$ cat src/logic/rca_pkg.sv
package rca_pkg;

    // Operand and input constant width
    localparam int XLEN = 32;

    // Command address field wide enough for the largest table index
    localparam int CFG_ADDR_W = 3;

    // Configuration command opcodes
    typedef enum logic [2:0] {
        CFG_SRC_REG    = 3'd0,
        CFG_DEST_REG   = 3'd1,
        CFG_GRID_MUX   = 3'd2,
        CFG_IO_MUX     = 3'd3,
        CFG_RESULT_MUX = 3'd4,
        CFG_INP_MAP    = 3'd5,
        CFG_CONSTANT   = 3'd6,
        CFG_NOP        = 3'd7
    } cfg_op_t;

endpackage

$ cat src/logic/rca_cfg_decoder.sv
`timescale 1ns/1ps

module rca_cfg_decoder #(
    parameter int NUM_RCAS = 4,
    localparam int RCA_W = $clog2(NUM_RCAS)
) (
    input  logic                           clk,
    input  logic                           rst,
    input  logic                           cfg_valid,
    input  rca_pkg::cfg_op_t               cfg_op,
    input  logic [RCA_W-1:0]               cfg_rca,
    input  logic                           cfg_fb,
    input  logic [rca_pkg::CFG_ADDR_W-1:0] cfg_addr,
    input  logic [rca_pkg::XLEN-1:0]       cfg_data,
    output logic                           src_wr_en,
    output logic                           dest_wr_en,
    output logic                           grid_wr_en,
    output logic                           io_mux_wr_en,
    output logic                           result_wr_en,
    output logic                           inp_map_wr_en,
    output logic                           const_wr_en,
    output logic                           wr_fb,
    output logic [RCA_W-1:0]               wr_rca,
    output logic [rca_pkg::CFG_ADDR_W-1:0] wr_addr,
    output logic [rca_pkg::XLEN-1:0]       wr_data,
    output logic                           cfg_error
);
    import rca_pkg::*;

    logic    cmd_valid;
    cfg_op_t cmd_op;

    always_ff @(posedge clk) begin
        if (rst) begin
            cmd_valid <= 1'b0;
        end else begin
            cmd_valid <= cfg_valid;
        end
    end

    // Command fields are only captured with the strobe
    always_ff @(posedge clk) begin
        if (cfg_valid) begin
            cmd_op  <= cfg_op;
            wr_fb   <= cfg_fb;
            wr_rca  <= cfg_rca;
            wr_addr <= cfg_addr;
            wr_data <= cfg_data;
        end
    end

    // One enable per legal command, error pulse otherwise
    always_comb begin
        src_wr_en     = 1'b0;
        dest_wr_en    = 1'b0;
        grid_wr_en    = 1'b0;
        io_mux_wr_en  = 1'b0;
        result_wr_en  = 1'b0;
        inp_map_wr_en = 1'b0;
        const_wr_en   = 1'b0;
        cfg_error     = 1'b0;
        if (cmd_valid) begin
            case (cmd_op)
                CFG_SRC_REG: begin
                    // Source registers exist only for the feedback set
                    if (wr_fb) begin
                        src_wr_en = 1'b1;
                    end else begin
                        cfg_error = 1'b1;
                    end
                end
                CFG_DEST_REG:   dest_wr_en    = 1'b1;
                CFG_GRID_MUX:   grid_wr_en    = 1'b1;
                CFG_IO_MUX:     io_mux_wr_en  = 1'b1;
                CFG_RESULT_MUX: result_wr_en  = 1'b1;
                CFG_INP_MAP:    inp_map_wr_en = 1'b1;
                CFG_CONSTANT:   const_wr_en   = 1'b1;
                CFG_NOP:        cfg_error     = 1'b1;
            endcase
        end
    end

endmodule

$ cat src/logic/rca_config_regs.sv
`timescale 1ns/1ps

module rca_config_regs #(
    parameter int NUM_RCAS = 4,
    parameter int NUM_READ_PORTS = 2,
    parameter int NUM_WRITE_PORTS = 2,
    parameter int NUM_IO_UNITS = 4,
    parameter int NUM_GRID_INPUTS = 8,
    localparam int RCA_W = $clog2(NUM_RCAS),
    localparam int RES_W = $clog2(NUM_IO_UNITS + 1),
    localparam int IO_SEL_W = $clog2(NUM_READ_PORTS + 1),
    localparam int GRID_SEL_W = $clog2(NUM_IO_UNITS + 1)
) (
    input  logic                                       clk,
    input  logic                                       rst,
    input  logic                                       src_wr_en,
    input  logic                                       dest_wr_en,
    input  logic                                       grid_wr_en,
    input  logic                                       io_mux_wr_en,
    input  logic                                       result_wr_en,
    input  logic                                       inp_map_wr_en,
    input  logic                                       const_wr_en,
    input  logic                                       wr_fb,
    input  logic [RCA_W-1:0]                           wr_rca,
    input  logic [rca_pkg::CFG_ADDR_W-1:0]             wr_addr,
    input  logic [rca_pkg::XLEN-1:0]                   wr_data,
    input  logic [RCA_W-1:0]                           rca_sel_decode,
    input  logic                                       use_fb,
    input  logic [RCA_W-1:0]                           rca_sel_wb,
    input  logic [RCA_W-1:0]                           rca_sel_issue,
    output logic [NUM_READ_PORTS-1:0][4:0]             src_reg_addrs,
    output logic [NUM_WRITE_PORTS-1:0][4:0]            dest_reg_addrs,
    output logic [NUM_WRITE_PORTS-1:0][RES_W-1:0]      fb_result_sels,
    output logic [NUM_WRITE_PORTS-1:0][RES_W-1:0]      nfb_result_sels,
    output logic [NUM_IO_UNITS-1:0]                    inp_map,
    output logic [NUM_IO_UNITS-1:0][IO_SEL_W-1:0]      io_mux_sels,
    output logic [NUM_GRID_INPUTS-1:0][GRID_SEL_W-1:0] grid_mux_sels,
    output logic [NUM_IO_UNITS-1:0][rca_pkg::XLEN-1:0] input_constants
);
    import rca_pkg::*;

    // Result selection value for a write port that takes no result
    localparam logic [RES_W-1:0] UNUSED_SEL = RES_W'(NUM_IO_UNITS);

    // Per-accelerator tables
    logic [NUM_READ_PORTS-1:0][4:0]        src_tab      [NUM_RCAS];
    logic [NUM_WRITE_PORTS-1:0][4:0]       dest_fb_tab  [NUM_RCAS];
    logic [NUM_WRITE_PORTS-1:0][4:0]       dest_nfb_tab [NUM_RCAS];
    logic [NUM_WRITE_PORTS-1:0][RES_W-1:0] res_fb_tab   [NUM_RCAS];
    logic [NUM_WRITE_PORTS-1:0][RES_W-1:0] res_nfb_tab  [NUM_RCAS];
    logic [NUM_IO_UNITS-1:0]               inp_map_tab  [NUM_RCAS];

    // CPU register numbers
    always_ff @(posedge clk) begin
        if (rst) begin
            for (int r = 0; r < NUM_RCAS; r++) begin
                src_tab[r]      <= '0;
                dest_fb_tab[r]  <= '0;
                dest_nfb_tab[r] <= '0;
            end
        end else begin
            for (int p = 0; p < NUM_READ_PORTS; p++) begin
                if (src_wr_en && wr_addr == CFG_ADDR_W'(p)) begin
                    src_tab[wr_rca][p] <= wr_data[4:0];
                end
            end
            for (int p = 0; p < NUM_WRITE_PORTS; p++) begin
                if (dest_wr_en && wr_addr == CFG_ADDR_W'(p)) begin
                    if (wr_fb) begin
                        dest_fb_tab[wr_rca][p] <= wr_data[4:0];
                    end else begin
                        dest_nfb_tab[wr_rca][p] <= wr_data[4:0];
                    end
                end
            end
        end
    end

    // Result crossbar selections and input valid maps
    always_ff @(posedge clk) begin
        if (rst) begin
            for (int r = 0; r < NUM_RCAS; r++) begin
                res_fb_tab[r]  <= {NUM_WRITE_PORTS{UNUSED_SEL}};
                res_nfb_tab[r] <= {NUM_WRITE_PORTS{UNUSED_SEL}};
                inp_map_tab[r] <= '0;
            end
        end else begin
            for (int p = 0; p < NUM_WRITE_PORTS; p++) begin
                if (result_wr_en && wr_addr == CFG_ADDR_W'(p)) begin
                    if (wr_fb) begin
                        res_fb_tab[wr_rca][p] <= wr_data[RES_W-1:0];
                    end else begin
                        res_nfb_tab[wr_rca][p] <= wr_data[RES_W-1:0];
                    end
                end
            end
            if (inp_map_wr_en) begin
                inp_map_tab[wr_rca] <= wr_data[NUM_IO_UNITS-1:0];
            end
        end
    end

    // Global tables shared by all accelerators
    always_ff @(posedge clk) begin
        if (rst) begin
            io_mux_sels     <= '0;
            grid_mux_sels   <= '0;
            input_constants <= '0;
        end else begin
            for (int u = 0; u < NUM_IO_UNITS; u++) begin
                if (wr_addr == CFG_ADDR_W'(u)) begin
                    if (io_mux_wr_en) begin
                        io_mux_sels[u] <= wr_data[IO_SEL_W-1:0];
                    end
                    if (const_wr_en) begin
                        input_constants[u] <= wr_data;
                    end
                end
            end
            for (int g = 0; g < NUM_GRID_INPUTS; g++) begin
                if (grid_wr_en && wr_addr == CFG_ADDR_W'(g)) begin
                    grid_mux_sels[g] <= wr_data[GRID_SEL_W-1:0];
                end
            end
        end
    end

    // Decode read with no source registers for non-feedback instructions
    always_comb begin
        if (use_fb) begin
            src_reg_addrs  = src_tab[rca_sel_decode];
            dest_reg_addrs = dest_fb_tab[rca_sel_decode];
        end else begin
            src_reg_addrs  = '0;
            dest_reg_addrs = dest_nfb_tab[rca_sel_decode];
        end
    end

    // Write-back and issue reads
    assign fb_result_sels  = res_fb_tab[rca_sel_wb];
    assign nfb_result_sels = res_nfb_tab[rca_sel_wb];
    assign inp_map         = inp_map_tab[rca_sel_issue];

endmodule

$ cat src/logic/rca_grid_xbar.sv
`timescale 1ns/1ps

module rca_grid_xbar #(
    parameter int NUM_IO_UNITS = 4,
    parameter int NUM_GRID_INPUTS = 8,
    localparam int GRID_SEL_W = $clog2(NUM_IO_UNITS + 1)
) (
    input  logic [NUM_IO_UNITS-1:0][rca_pkg::XLEN-1:0]    io_values,
    input  logic [NUM_GRID_INPUTS-1:0][GRID_SEL_W-1:0]    grid_mux_sels,
    output logic [NUM_GRID_INPUTS-1:0][rca_pkg::XLEN-1:0] grid_values
);

    // Selections with no matching unit leave the grid input at zero
    always_comb begin
        for (int g = 0; g < NUM_GRID_INPUTS; g++) begin
            grid_values[g] = '0;
            for (int u = 0; u < NUM_IO_UNITS; u++) begin
                if (grid_mux_sels[g] == GRID_SEL_W'(u)) begin
                    grid_values[g] = io_values[u];
                end
            end
        end
    end

endmodule

$ cat src/logic/rca_io_units.sv
`timescale 1ns/1ps

module rca_io_units #(
    parameter int NUM_READ_PORTS = 2,
    parameter int NUM_IO_UNITS = 4,
    localparam int IO_SEL_W = $clog2(NUM_READ_PORTS + 1)
) (
    input  logic                                         clk,
    input  logic                                         rst,
    input  logic                                         operand_valid,
    input  logic [NUM_READ_PORTS-1:0][rca_pkg::XLEN-1:0] cpu_operands,
    input  logic [NUM_IO_UNITS-1:0][IO_SEL_W-1:0]        io_mux_sels,
    input  logic [NUM_IO_UNITS-1:0][rca_pkg::XLEN-1:0]   input_constants,
    input  logic [NUM_IO_UNITS-1:0]                      inp_map,
    output logic [NUM_IO_UNITS-1:0][rca_pkg::XLEN-1:0]   io_values,
    output logic [NUM_IO_UNITS-1:0]                      io_valid
);
    import rca_pkg::*;

    logic [NUM_IO_UNITS-1:0][XLEN-1:0] unit_in;

    // Any selection past the last read port picks the unit's constant
    always_comb begin
        for (int u = 0; u < NUM_IO_UNITS; u++) begin
            unit_in[u] = input_constants[u];
            for (int p = 0; p < NUM_READ_PORTS; p++) begin
                if (io_mux_sels[u] == IO_SEL_W'(p)) begin
                    unit_in[u] = cpu_operands[p];
                end
            end
        end
    end

    always_ff @(posedge clk) begin
        if (operand_valid) begin
            io_values <= unit_in;
        end
    end

    // One-cycle valid bits for the units mapped to the issuing RCA
    always_ff @(posedge clk) begin
        if (rst) begin
            io_valid <= '0;
        end else if (operand_valid) begin
            io_valid <= inp_map;
        end else begin
            io_valid <= '0;
        end
    end

endmodule

$ cat src/logic/rca_subsys.sv
`timescale 1ns/1ps

module rca_subsys #(
    parameter int NUM_RCAS = 4,
    parameter int NUM_READ_PORTS = 2,
    parameter int NUM_WRITE_PORTS = 2,
    parameter int NUM_IO_UNITS = 4,
    parameter int NUM_GRID_INPUTS = 8,
    localparam int RCA_W = $clog2(NUM_RCAS),
    localparam int RES_W = $clog2(NUM_IO_UNITS + 1)
) (
    input  logic                                          clk,
    input  logic                                          rst,
    input  logic                                          cfg_valid,
    input  rca_pkg::cfg_op_t                              cfg_op,
    input  logic [RCA_W-1:0]                              cfg_rca,
    input  logic                                          cfg_fb,
    input  logic [rca_pkg::CFG_ADDR_W-1:0]                cfg_addr,
    input  logic [rca_pkg::XLEN-1:0]                      cfg_data,
    input  logic [RCA_W-1:0]                              rca_sel_decode,
    input  logic                                          use_fb,
    input  logic [RCA_W-1:0]                              rca_sel_wb,
    input  logic [RCA_W-1:0]                              rca_sel_issue,
    input  logic                                          operand_valid,
    input  logic [NUM_READ_PORTS-1:0][rca_pkg::XLEN-1:0]  cpu_operands,
    output logic                                          cfg_error,
    output logic [NUM_READ_PORTS-1:0][4:0]                src_reg_addrs,
    output logic [NUM_WRITE_PORTS-1:0][4:0]               dest_reg_addrs,
    output logic [NUM_WRITE_PORTS-1:0][RES_W-1:0]         fb_result_sels,
    output logic [NUM_WRITE_PORTS-1:0][RES_W-1:0]         nfb_result_sels,
    output logic [NUM_GRID_INPUTS-1:0][rca_pkg::XLEN-1:0] grid_values,
    output logic [NUM_IO_UNITS-1:0]                       io_valid
);
    import rca_pkg::*;

    localparam int IO_SEL_W = $clog2(NUM_READ_PORTS + 1);
    localparam int GRID_SEL_W = $clog2(NUM_IO_UNITS + 1);

    // Registered command toward the tables
    logic                  src_wr_en;
    logic                  dest_wr_en;
    logic                  grid_wr_en;
    logic                  io_mux_wr_en;
    logic                  result_wr_en;
    logic                  inp_map_wr_en;
    logic                  const_wr_en;
    logic                  wr_fb;
    logic [RCA_W-1:0]      wr_rca;
    logic [CFG_ADDR_W-1:0] wr_addr;
    logic [XLEN-1:0]       wr_data;

    // Operand routing configuration and data
    logic [NUM_IO_UNITS-1:0]                    inp_map;
    logic [NUM_IO_UNITS-1:0][IO_SEL_W-1:0]      io_mux_sels;
    logic [NUM_GRID_INPUTS-1:0][GRID_SEL_W-1:0] grid_mux_sels;
    logic [NUM_IO_UNITS-1:0][XLEN-1:0]          input_constants;
    logic [NUM_IO_UNITS-1:0][XLEN-1:0]          io_values;

    rca_cfg_decoder #(
        .NUM_RCAS(NUM_RCAS)
    ) u_decoder (
        .clk(clk), .rst(rst),
        .cfg_valid(cfg_valid), .cfg_op(cfg_op), .cfg_rca(cfg_rca),
        .cfg_fb(cfg_fb), .cfg_addr(cfg_addr), .cfg_data(cfg_data),
        .src_wr_en(src_wr_en), .dest_wr_en(dest_wr_en), .grid_wr_en(grid_wr_en),
        .io_mux_wr_en(io_mux_wr_en), .result_wr_en(result_wr_en),
        .inp_map_wr_en(inp_map_wr_en), .const_wr_en(const_wr_en),
        .wr_fb(wr_fb), .wr_rca(wr_rca), .wr_addr(wr_addr), .wr_data(wr_data),
        .cfg_error(cfg_error)
    );

    rca_config_regs #(
        .NUM_RCAS(NUM_RCAS), .NUM_READ_PORTS(NUM_READ_PORTS),
        .NUM_WRITE_PORTS(NUM_WRITE_PORTS), .NUM_IO_UNITS(NUM_IO_UNITS),
        .NUM_GRID_INPUTS(NUM_GRID_INPUTS)
    ) u_regs (
        .clk(clk), .rst(rst),
        .src_wr_en(src_wr_en), .dest_wr_en(dest_wr_en), .grid_wr_en(grid_wr_en),
        .io_mux_wr_en(io_mux_wr_en), .result_wr_en(result_wr_en),
        .inp_map_wr_en(inp_map_wr_en), .const_wr_en(const_wr_en),
        .wr_fb(wr_fb), .wr_rca(wr_rca), .wr_addr(wr_addr), .wr_data(wr_data),
        .rca_sel_decode(rca_sel_decode), .use_fb(use_fb),
        .rca_sel_wb(rca_sel_wb), .rca_sel_issue(rca_sel_issue),
        .src_reg_addrs(src_reg_addrs), .dest_reg_addrs(dest_reg_addrs),
        .fb_result_sels(fb_result_sels), .nfb_result_sels(nfb_result_sels),
        .inp_map(inp_map), .io_mux_sels(io_mux_sels),
        .grid_mux_sels(grid_mux_sels), .input_constants(input_constants)
    );

    rca_io_units #(
        .NUM_READ_PORTS(NUM_READ_PORTS), .NUM_IO_UNITS(NUM_IO_UNITS)
    ) u_io (
        .clk(clk), .rst(rst),
        .operand_valid(operand_valid), .cpu_operands(cpu_operands),
        .io_mux_sels(io_mux_sels), .input_constants(input_constants),
        .inp_map(inp_map), .io_values(io_values), .io_valid(io_valid)
    );

    rca_grid_xbar #(
        .NUM_IO_UNITS(NUM_IO_UNITS), .NUM_GRID_INPUTS(NUM_GRID_INPUTS)
    ) u_xbar (
        .io_values(io_values), .grid_mux_sels(grid_mux_sels),
        .grid_values(grid_values)
    );

endmodule

$ cat config.mk
export PLATFORM = sky130hd
export DESIGN_NAME = rca_subsys
export DESIGN_NICKNAME = d
export VERILOG_FILES = /design/src/logic/rca_pkg.sv /design/src/logic/rca_cfg_decoder.sv /design/src/logic/rca_config_regs.sv /design/src/logic/rca_grid_xbar.sv /design/src/logic/rca_io_units.sv /design/src/logic/rca_subsys.sv
export SDC_FILE = /design/constraint.sdc
export NUM_CORES = 1
export LEC_CHECK = 0
export BUFFER_PORTS_ARGS = -buffer_cell sky130_fd_sc_hd__buf_4
export CORE_ASPECT_RATIO = 0.8
export CORE_MARGIN = 2
export CORE_UTILIZATION = 55
export CTS_CLUSTER_DIAMETER = 200
export CTS_CLUSTER_SIZE = 10
export DETAILED_ROUTE_END_ITERATION = 10
export PLACE_DENSITY = 0.85
export SYNTH_ARGS = -nofsm -noshare
export SYNTH_HDL_FRONTEND = slang
export SYNTH_HIERARCHICAL = 1
export SYNTH_SLANG_ARGS = --single-unit
$ cat constraint.sdc
create_clock -name clk -period 2.7 [get_ports clk]
set_input_delay 0.135 -clock clk [delete_from_list [all_inputs] [get_ports clk]]
set_output_delay 0.135 -clock clk [all_outputs]
set_load 0.02 [all_outputs]
**Word-level counts from Yosys, hierarchy flattened**

Memories as Yosys holds them, arrays and structs flattened. A register that Yosys moved wholly into a read port is not among the register bits.
Cells that the tools add are included.

- Add/sub/neg operators: 0
- $mul: 0
- Div/mod/pow operators: 0
- $lt $le $gt $ge: 0
- Equality and inequality tests: 42
- Shift operators: 0
- Multiplexer cells: 113
- Bitwise gates (word level): 1
- Reduce and logical (&&, ||, !) cells: 43

Operators with widths:

| cell | number |
|---|---|
| 2-to-1 mux 32 bit | 40 |
| == test 3 x 2 -> 1 bit, second input constant | 20 |
| 2-to-1 mux 1 bit | 53 |
| 2-to-1 mux 10 bit | 5 |
| == test 3 x 1 -> 1 bit, second input constant | 10 |
| logical NOT 3 bit | 10 |
| OR reduction 10 bit | 3 |
| == test 3 bit, second input constant | 8 |
| 2-to-1 mux 2 bit | 11 |
| AND reduction 2 bit | 8 |
| logical AND 1 bit | 14 |
| 2-to-1 mux 6 bit | 2 |
| OR reduction 6 bit | 2 |
| == test 2 x 1 -> 1 bit, second input constant | 4 |
| logical NOT 2 bit | 4 |
| 2-to-1 mux 4 bit | 1 |
| OR reduction 4 bit | 1 |
| case mux 1 bit (2 select lines) | 1 |
| OR reduction 2 bit | 1 |
| NOT 1 bit | 1 |

- Flip-flop bits (word level): 330
- Bits in latches: 0
- Memory bits (writable): 184
- Bits in read-only memories: 0
- Input port bits: 116
- Output and inout port bits: 293
- Word-level logic and storage cells: 231
- Memories: 6

Memory list:

| memory | words | bits a word | read ports | clocked after memory_dff | wr ports | RTL line | RTL |
|---|---|---|---|---|---|---|---|
| u_regs.dest_fb_tab | 4 | 10 | 1 | 0 | 4 | rca_config_regs.sv:47 | `logic [NUM_WRITE_PORTS-1:0][4:0] dest_fb_tab [NUM_RCAS];` |
| u_regs.dest_nfb_tab | 4 | 10 | 1 | 0 | 4 | rca_config_regs.sv:48 | `logic [NUM_WRITE_PORTS-1:0][4:0] dest_nfb_tab [NUM_RCAS];` |
| u_regs.src_tab | 4 | 10 | 1 | 0 | 4 | rca_config_regs.sv:46 | `logic [NUM_READ_PORTS-1:0][4:0] src_tab [NUM_RCAS];` |
| u_regs.res_fb_tab | 4 | 6 | 1 | 0 | 4 | rca_config_regs.sv:49 | `logic [NUM_WRITE_PORTS-1:0][RES_W-1:0] res_fb_tab [NUM_RCAS];` |
| u_regs.res_nfb_tab | 4 | 6 | 1 | 0 | 4 | rca_config_regs.sv:50 | `logic [NUM_WRITE_PORTS-1:0][RES_W-1:0] res_nfb_tab [NUM_RCAS];` |
| u_regs.inp_map_tab | 4 | 4 | 1 | 1 | 4 | rca_config_regs.sv:51 | `logic [NUM_IO_UNITS-1:0] inp_map_tab [NUM_RCAS];` |

**Longest topological paths before layout**

- Depth after elaboration: 9
- Depth in mapped cells: 7
- Depth with buffers taken out: 5

**Modules after synthesis**

The synthesis kept the hierarchy.

Modules (own cells, without submodules):

| module | times used | cells each | area each (sq um) | sequential area each (sq um) |
|---|---|---|---|---|
| rca_config_regs | 1 | 1273 | 14013.4 | 8728.4 |
| rca_grid_xbar | 1 | 1024 | 8699.6 | 0.0 |
| rca_io_units | 1 | 565 | 6795.3 | 3923.8 |
| rca_cfg_decoder | 1 | 58 | 1337.5 | 1251.2 |

**Worst setup path before layout**

OpenSTA, ideal clock, no wires.

- Path type: register to register
- Start point: reg u_decoder.cmd_op[1]
- End point: mem u_regs/dest_fb_tab[0][5] (netlist name) (enable)
- Setup time: 0.374 ns
- Data arrival time: 1.778 ns
- Data required time: 2.326 ns
- Setup slack: 0.549 ns
- Stages on the path, launching flop included: 7
- Path buffers: 1
- Period minus slack after synthesis: 2.151 ns
- Path through: edfxtp_1 > nand2b_1 > nor2_1 > nor4bb_1 > buf_2 > nand2_1 > o21ai_0

RTL lines:

| element | RTL line | RTL |
|---|---|---|
| start, declared | rca_cfg_decoder.sv:31 | `cfg_op_t cmd_op;` |
| start signal, assigned | rca_cfg_decoder.sv:44 | `cmd_op <= cfg_op;` |
| end, declared | rca_config_regs.sv:47 |  |

==> key figures <==
Worst setup path
  • Crit path capture type: output port
  • Startpoint Class: register
  • CP required: 2.57 ns
  • Worst EP arrival: between 2 and 3 ns
  • Max Fanout on Critical Path: 32
  • Crit Path Class: reg -> out

Job
  • Max Cap Violations: 0

Yosys
  • Syn nets: 3036
  • Post-synthesis compound-gate area fraction: 10.0%
  • EDFF count, synth: 353
  • Simple-gate share of the synthesized area: between 10 and 15%
  • Post-synth top flop: edfxtp_1
  • Top-area cell type share of the netlist area: between 30% and 40%
  • Yosys warnings: 6
  • Syn Inst Count: 2920
  • Post-Synth Adder-Cell Area: 0%
  • Synthesized flop and latch total: 518
  • Post-synth cell types: 50
  • Most common cell in the synthesized netlist: mux2i_1
  • Synth cell count leaders: mux2i_1 (672), nand2_1 (442), edfxtp_1 (353), o22ai_1 (256), nor2_1 (166)
  • Post-synth ARST share: 0%
  • Mapped Area: 0.0308 sq mm
  • Synth Area per Inst: 10.6 sq um
  • Mux share of post-synthesis cell area: 25.5%
  • Ranking of synthesized cells by area: edfxtp_1 (34%), mux2i_1 (22%), dfxtp_1 (11%), nand2_1 (5.4%), o22ai_1 (5.2%)
  • Largest area contributor in the netlist: edfxtp_1
  • Sequential area share after synthesis: a little under half
  • Main combinational cell family by area after synthesis: multiplexers
  • Synth Area in XOR/XNOR: 0%

Clock tree
  • Clk_lat worst skew: 0.65 ns
  • Sink Count: 518
  • CTS max path bufs: 3
  • H-tree levels: 2
  • Reg clk slew, reported paths: around 0.060 ns
  • TritonCTS Buffers: 57
  • CTS tree: built
  • Root buffer cell: clkbuf_16
  • Postcts setup bufs: 0

Placement
  • Post-DP HPWL: 68.3 mm
  • Setup WS pre-CTS: 0.374 ns
  • Routability cong.: 0.924
  • IO buf count: about 400
  • Dpl cells: 3812

Run status
  • Outcome: complete, no violations

STA
  • Worst-Margin Slew: 1.19 ns
  • Slew headroom: 20.5%
  • Final setup vio count: 0
  • Endpoints failing hold: 0
  • Worst setup margin: 0.0357 ns
  • RSZ-0062 raised after global routing: no
  • Max Freq: 0.375 GHz
  • Setup TNS: 0 ns
  • Min Hold Slack: 0.0943 ns
  • Pins Over Slew Limit: 0
  • Fin crit share: 98.7%
  • Clock Skews: 0.0670 ns
  • Tmin final: 2.66 ns

Power and ir drop
  • Int Power: 13900 uW
  • VDD IR-drop max: 0.619 mV
  • NetSw: roughly 5000 uW
  • Switching share of power: a little over a quarter
  • Leak pwr: between 0.01 and 0.015 uW
  • Seq pwr share: 48.5%
  • Clock group share of total power: 38.2%
  • Power density cells: 519 mW/mm^2
  • Comb pwr share: 13.3%

Layout
  • Nets: between 3000 and 4000
  • Area grow syn2layout: 18.2%
  • Fin util: 65.9%
  • Layout fillers: 4168
  • Fin cells: a little over 4000
  • Register Area: 0.0139 sq mm
  • Multi-input gate area: 0.0142 sq mm
  • Fraction of layout cells with a size suffix above 1: 20.8%

Floorplan
  • Chip Height: 216 um
  • Starting density of the core: 55.8%
  • Die width: 269 um
  • Row cnt: 77
  • IO Pins: 409
  • DIE AREA: between 0.05 and 0.06 sq mm
  • Core Area: 0.0553 sq mm

GRT
  • First-pass GRT wire length: 154 mm
  • Largest net degree at the start of global routing: 108
  • Total track usage: 34.9%
  • Number of global-route vias before repair: between 20000 and 25000
  • Gr ovfl total: 0
  • Initial antenna violation count: 10

Routing
  • TritonRoute pass-1 iters: 6
  • Iter 0 DRT Violations: 4223
  • ANT nets after route: 0
  • Wire per inst: 25.8 um
  • Final WL: 105 mm
  • Drt via density: 6.52
  • Number of remaining DRC errors: 0
  • Via Count: 26520

Min path
  • Worst Hold Class: in -> reg
[layout by cell type (no fill, tap or decap), drive strengths merged, types with 2 or more instances in the layout]
master and n:
nor4bb 3, nand4bb 2, nor3b 4, dlygate4sd3 142
nor4b 5, nand2b 21, mux2 10, nand4 3
nor2 169, nand2 442, inv 20, a21o 2
and2 18, o21ai 150, buf 518, dfxtp 165
mux4 46, o31ai 9, nand3 20, nor2b 14
edfxtp 353, or2 9, o22ai 256, nand4b 6
clkbuf 105, and4bb 5, mux2i 672, a21oi 128
or3 2, and3 3, clkinv 3, diode 7
[logic make-up (layout without fill, tap and decap cells)]
kind of cell | after synthesis | count (layout)
buffers and inverters | 396 | 788
AND/OR/NAND/NOR | 732 | 732
other | 0 | 7
multiplexers | 728 | 728
flip-flops | 518 | 518
AO/OA/AOI/OAI | 546 | 546
[state kept, by name, indices dropped and copies added (netlist names), 3 cells and up]
name                    flops
u_decoder/cmd_op            3
u_decoder/wr_addr           3
u_decoder/wr_data          32
u_io/io_valid               4
u_io/io_values            128
u_regs/dest_fb_tab         40
u_regs/dest_nfb_tab        40
u_regs/grid_mux_sels       24
u_regs/inp_map_tab         16
u_regs/input_constants    128
u_regs/io_mux_sels          8
u_regs/res_fb_tab          24
u_regs/res_nfb_tab         24
u_regs/src_tab             40
[worst max-delay path: stages (launching register included)]
cell	delay (ns)
dfxtp_1	0.36
or2_2	0.85
o22ai_1	0.42
buf_4	0.27
[metal layers]
layer	global-route usage, %	vias up	wire, um
met1	46.7	12532	39100
met4	16.4	8	5460
met2	53.1	2240	46400
li1	-	11250	-
met3	9.00	490	13900
met5	0	-	46
[final timing paths]
check                              from                          to  slack (ns)  cells past startpoint
min                           cfg_valid        u_decoder/wr_data[3]        0.09                      1
min reg2reg  u_regs/input_constants[68]  u_regs/input_constants[68]        0.45                      2
max             u_regs/grid_mux_sels[9]            grid_values[106]        0.04                      3
max reg2reg         u_decoder/cmd_op[1]    u_regs/dest_fb_tab[0][9]        0.07                      6
[layout make-up]
class,count,share of cell area [%]
well taps,750,2.57
repair buffers,660,15.2
clock inverters,3,0.247
multi-input cells,2006,39.0
clock buffers,105,4.43
diodes,7,0.0480
inverters,20,0.206
flip-flops and latches,518,38.2
[power groups by stage]
stage	Combinational (uW)	Sequential (uW)	Clock (uW)
5_1_grt	2640	9210	7610
6_report	2520	9180	7230
3_3_place_gp	2230	9300	0
4_1_cts	2470	9150	7270
3_5_place_dp	2270	9320	0
2_1_floorplan	1490	9020	0
[timing repair]
| item | in CTS | in global routing |
|---|---|---|
| gates resized for setup | 0 | 0 |
| hold buffers | 142 | 0 |
| hold endpoints to repair | 177 | 0 |
[per-stage QoR]
step,total power [uW],area (sq um)
2_1_floorplan,10500,30800
3_3_place_gp,11500,33300
3_5_place_dp,11600,33300
4_1_cts,18900,36500
5_1_grt,19500,36500
6_report,18900,36500
Note: power is estimated with default switching activity, not from simulation.
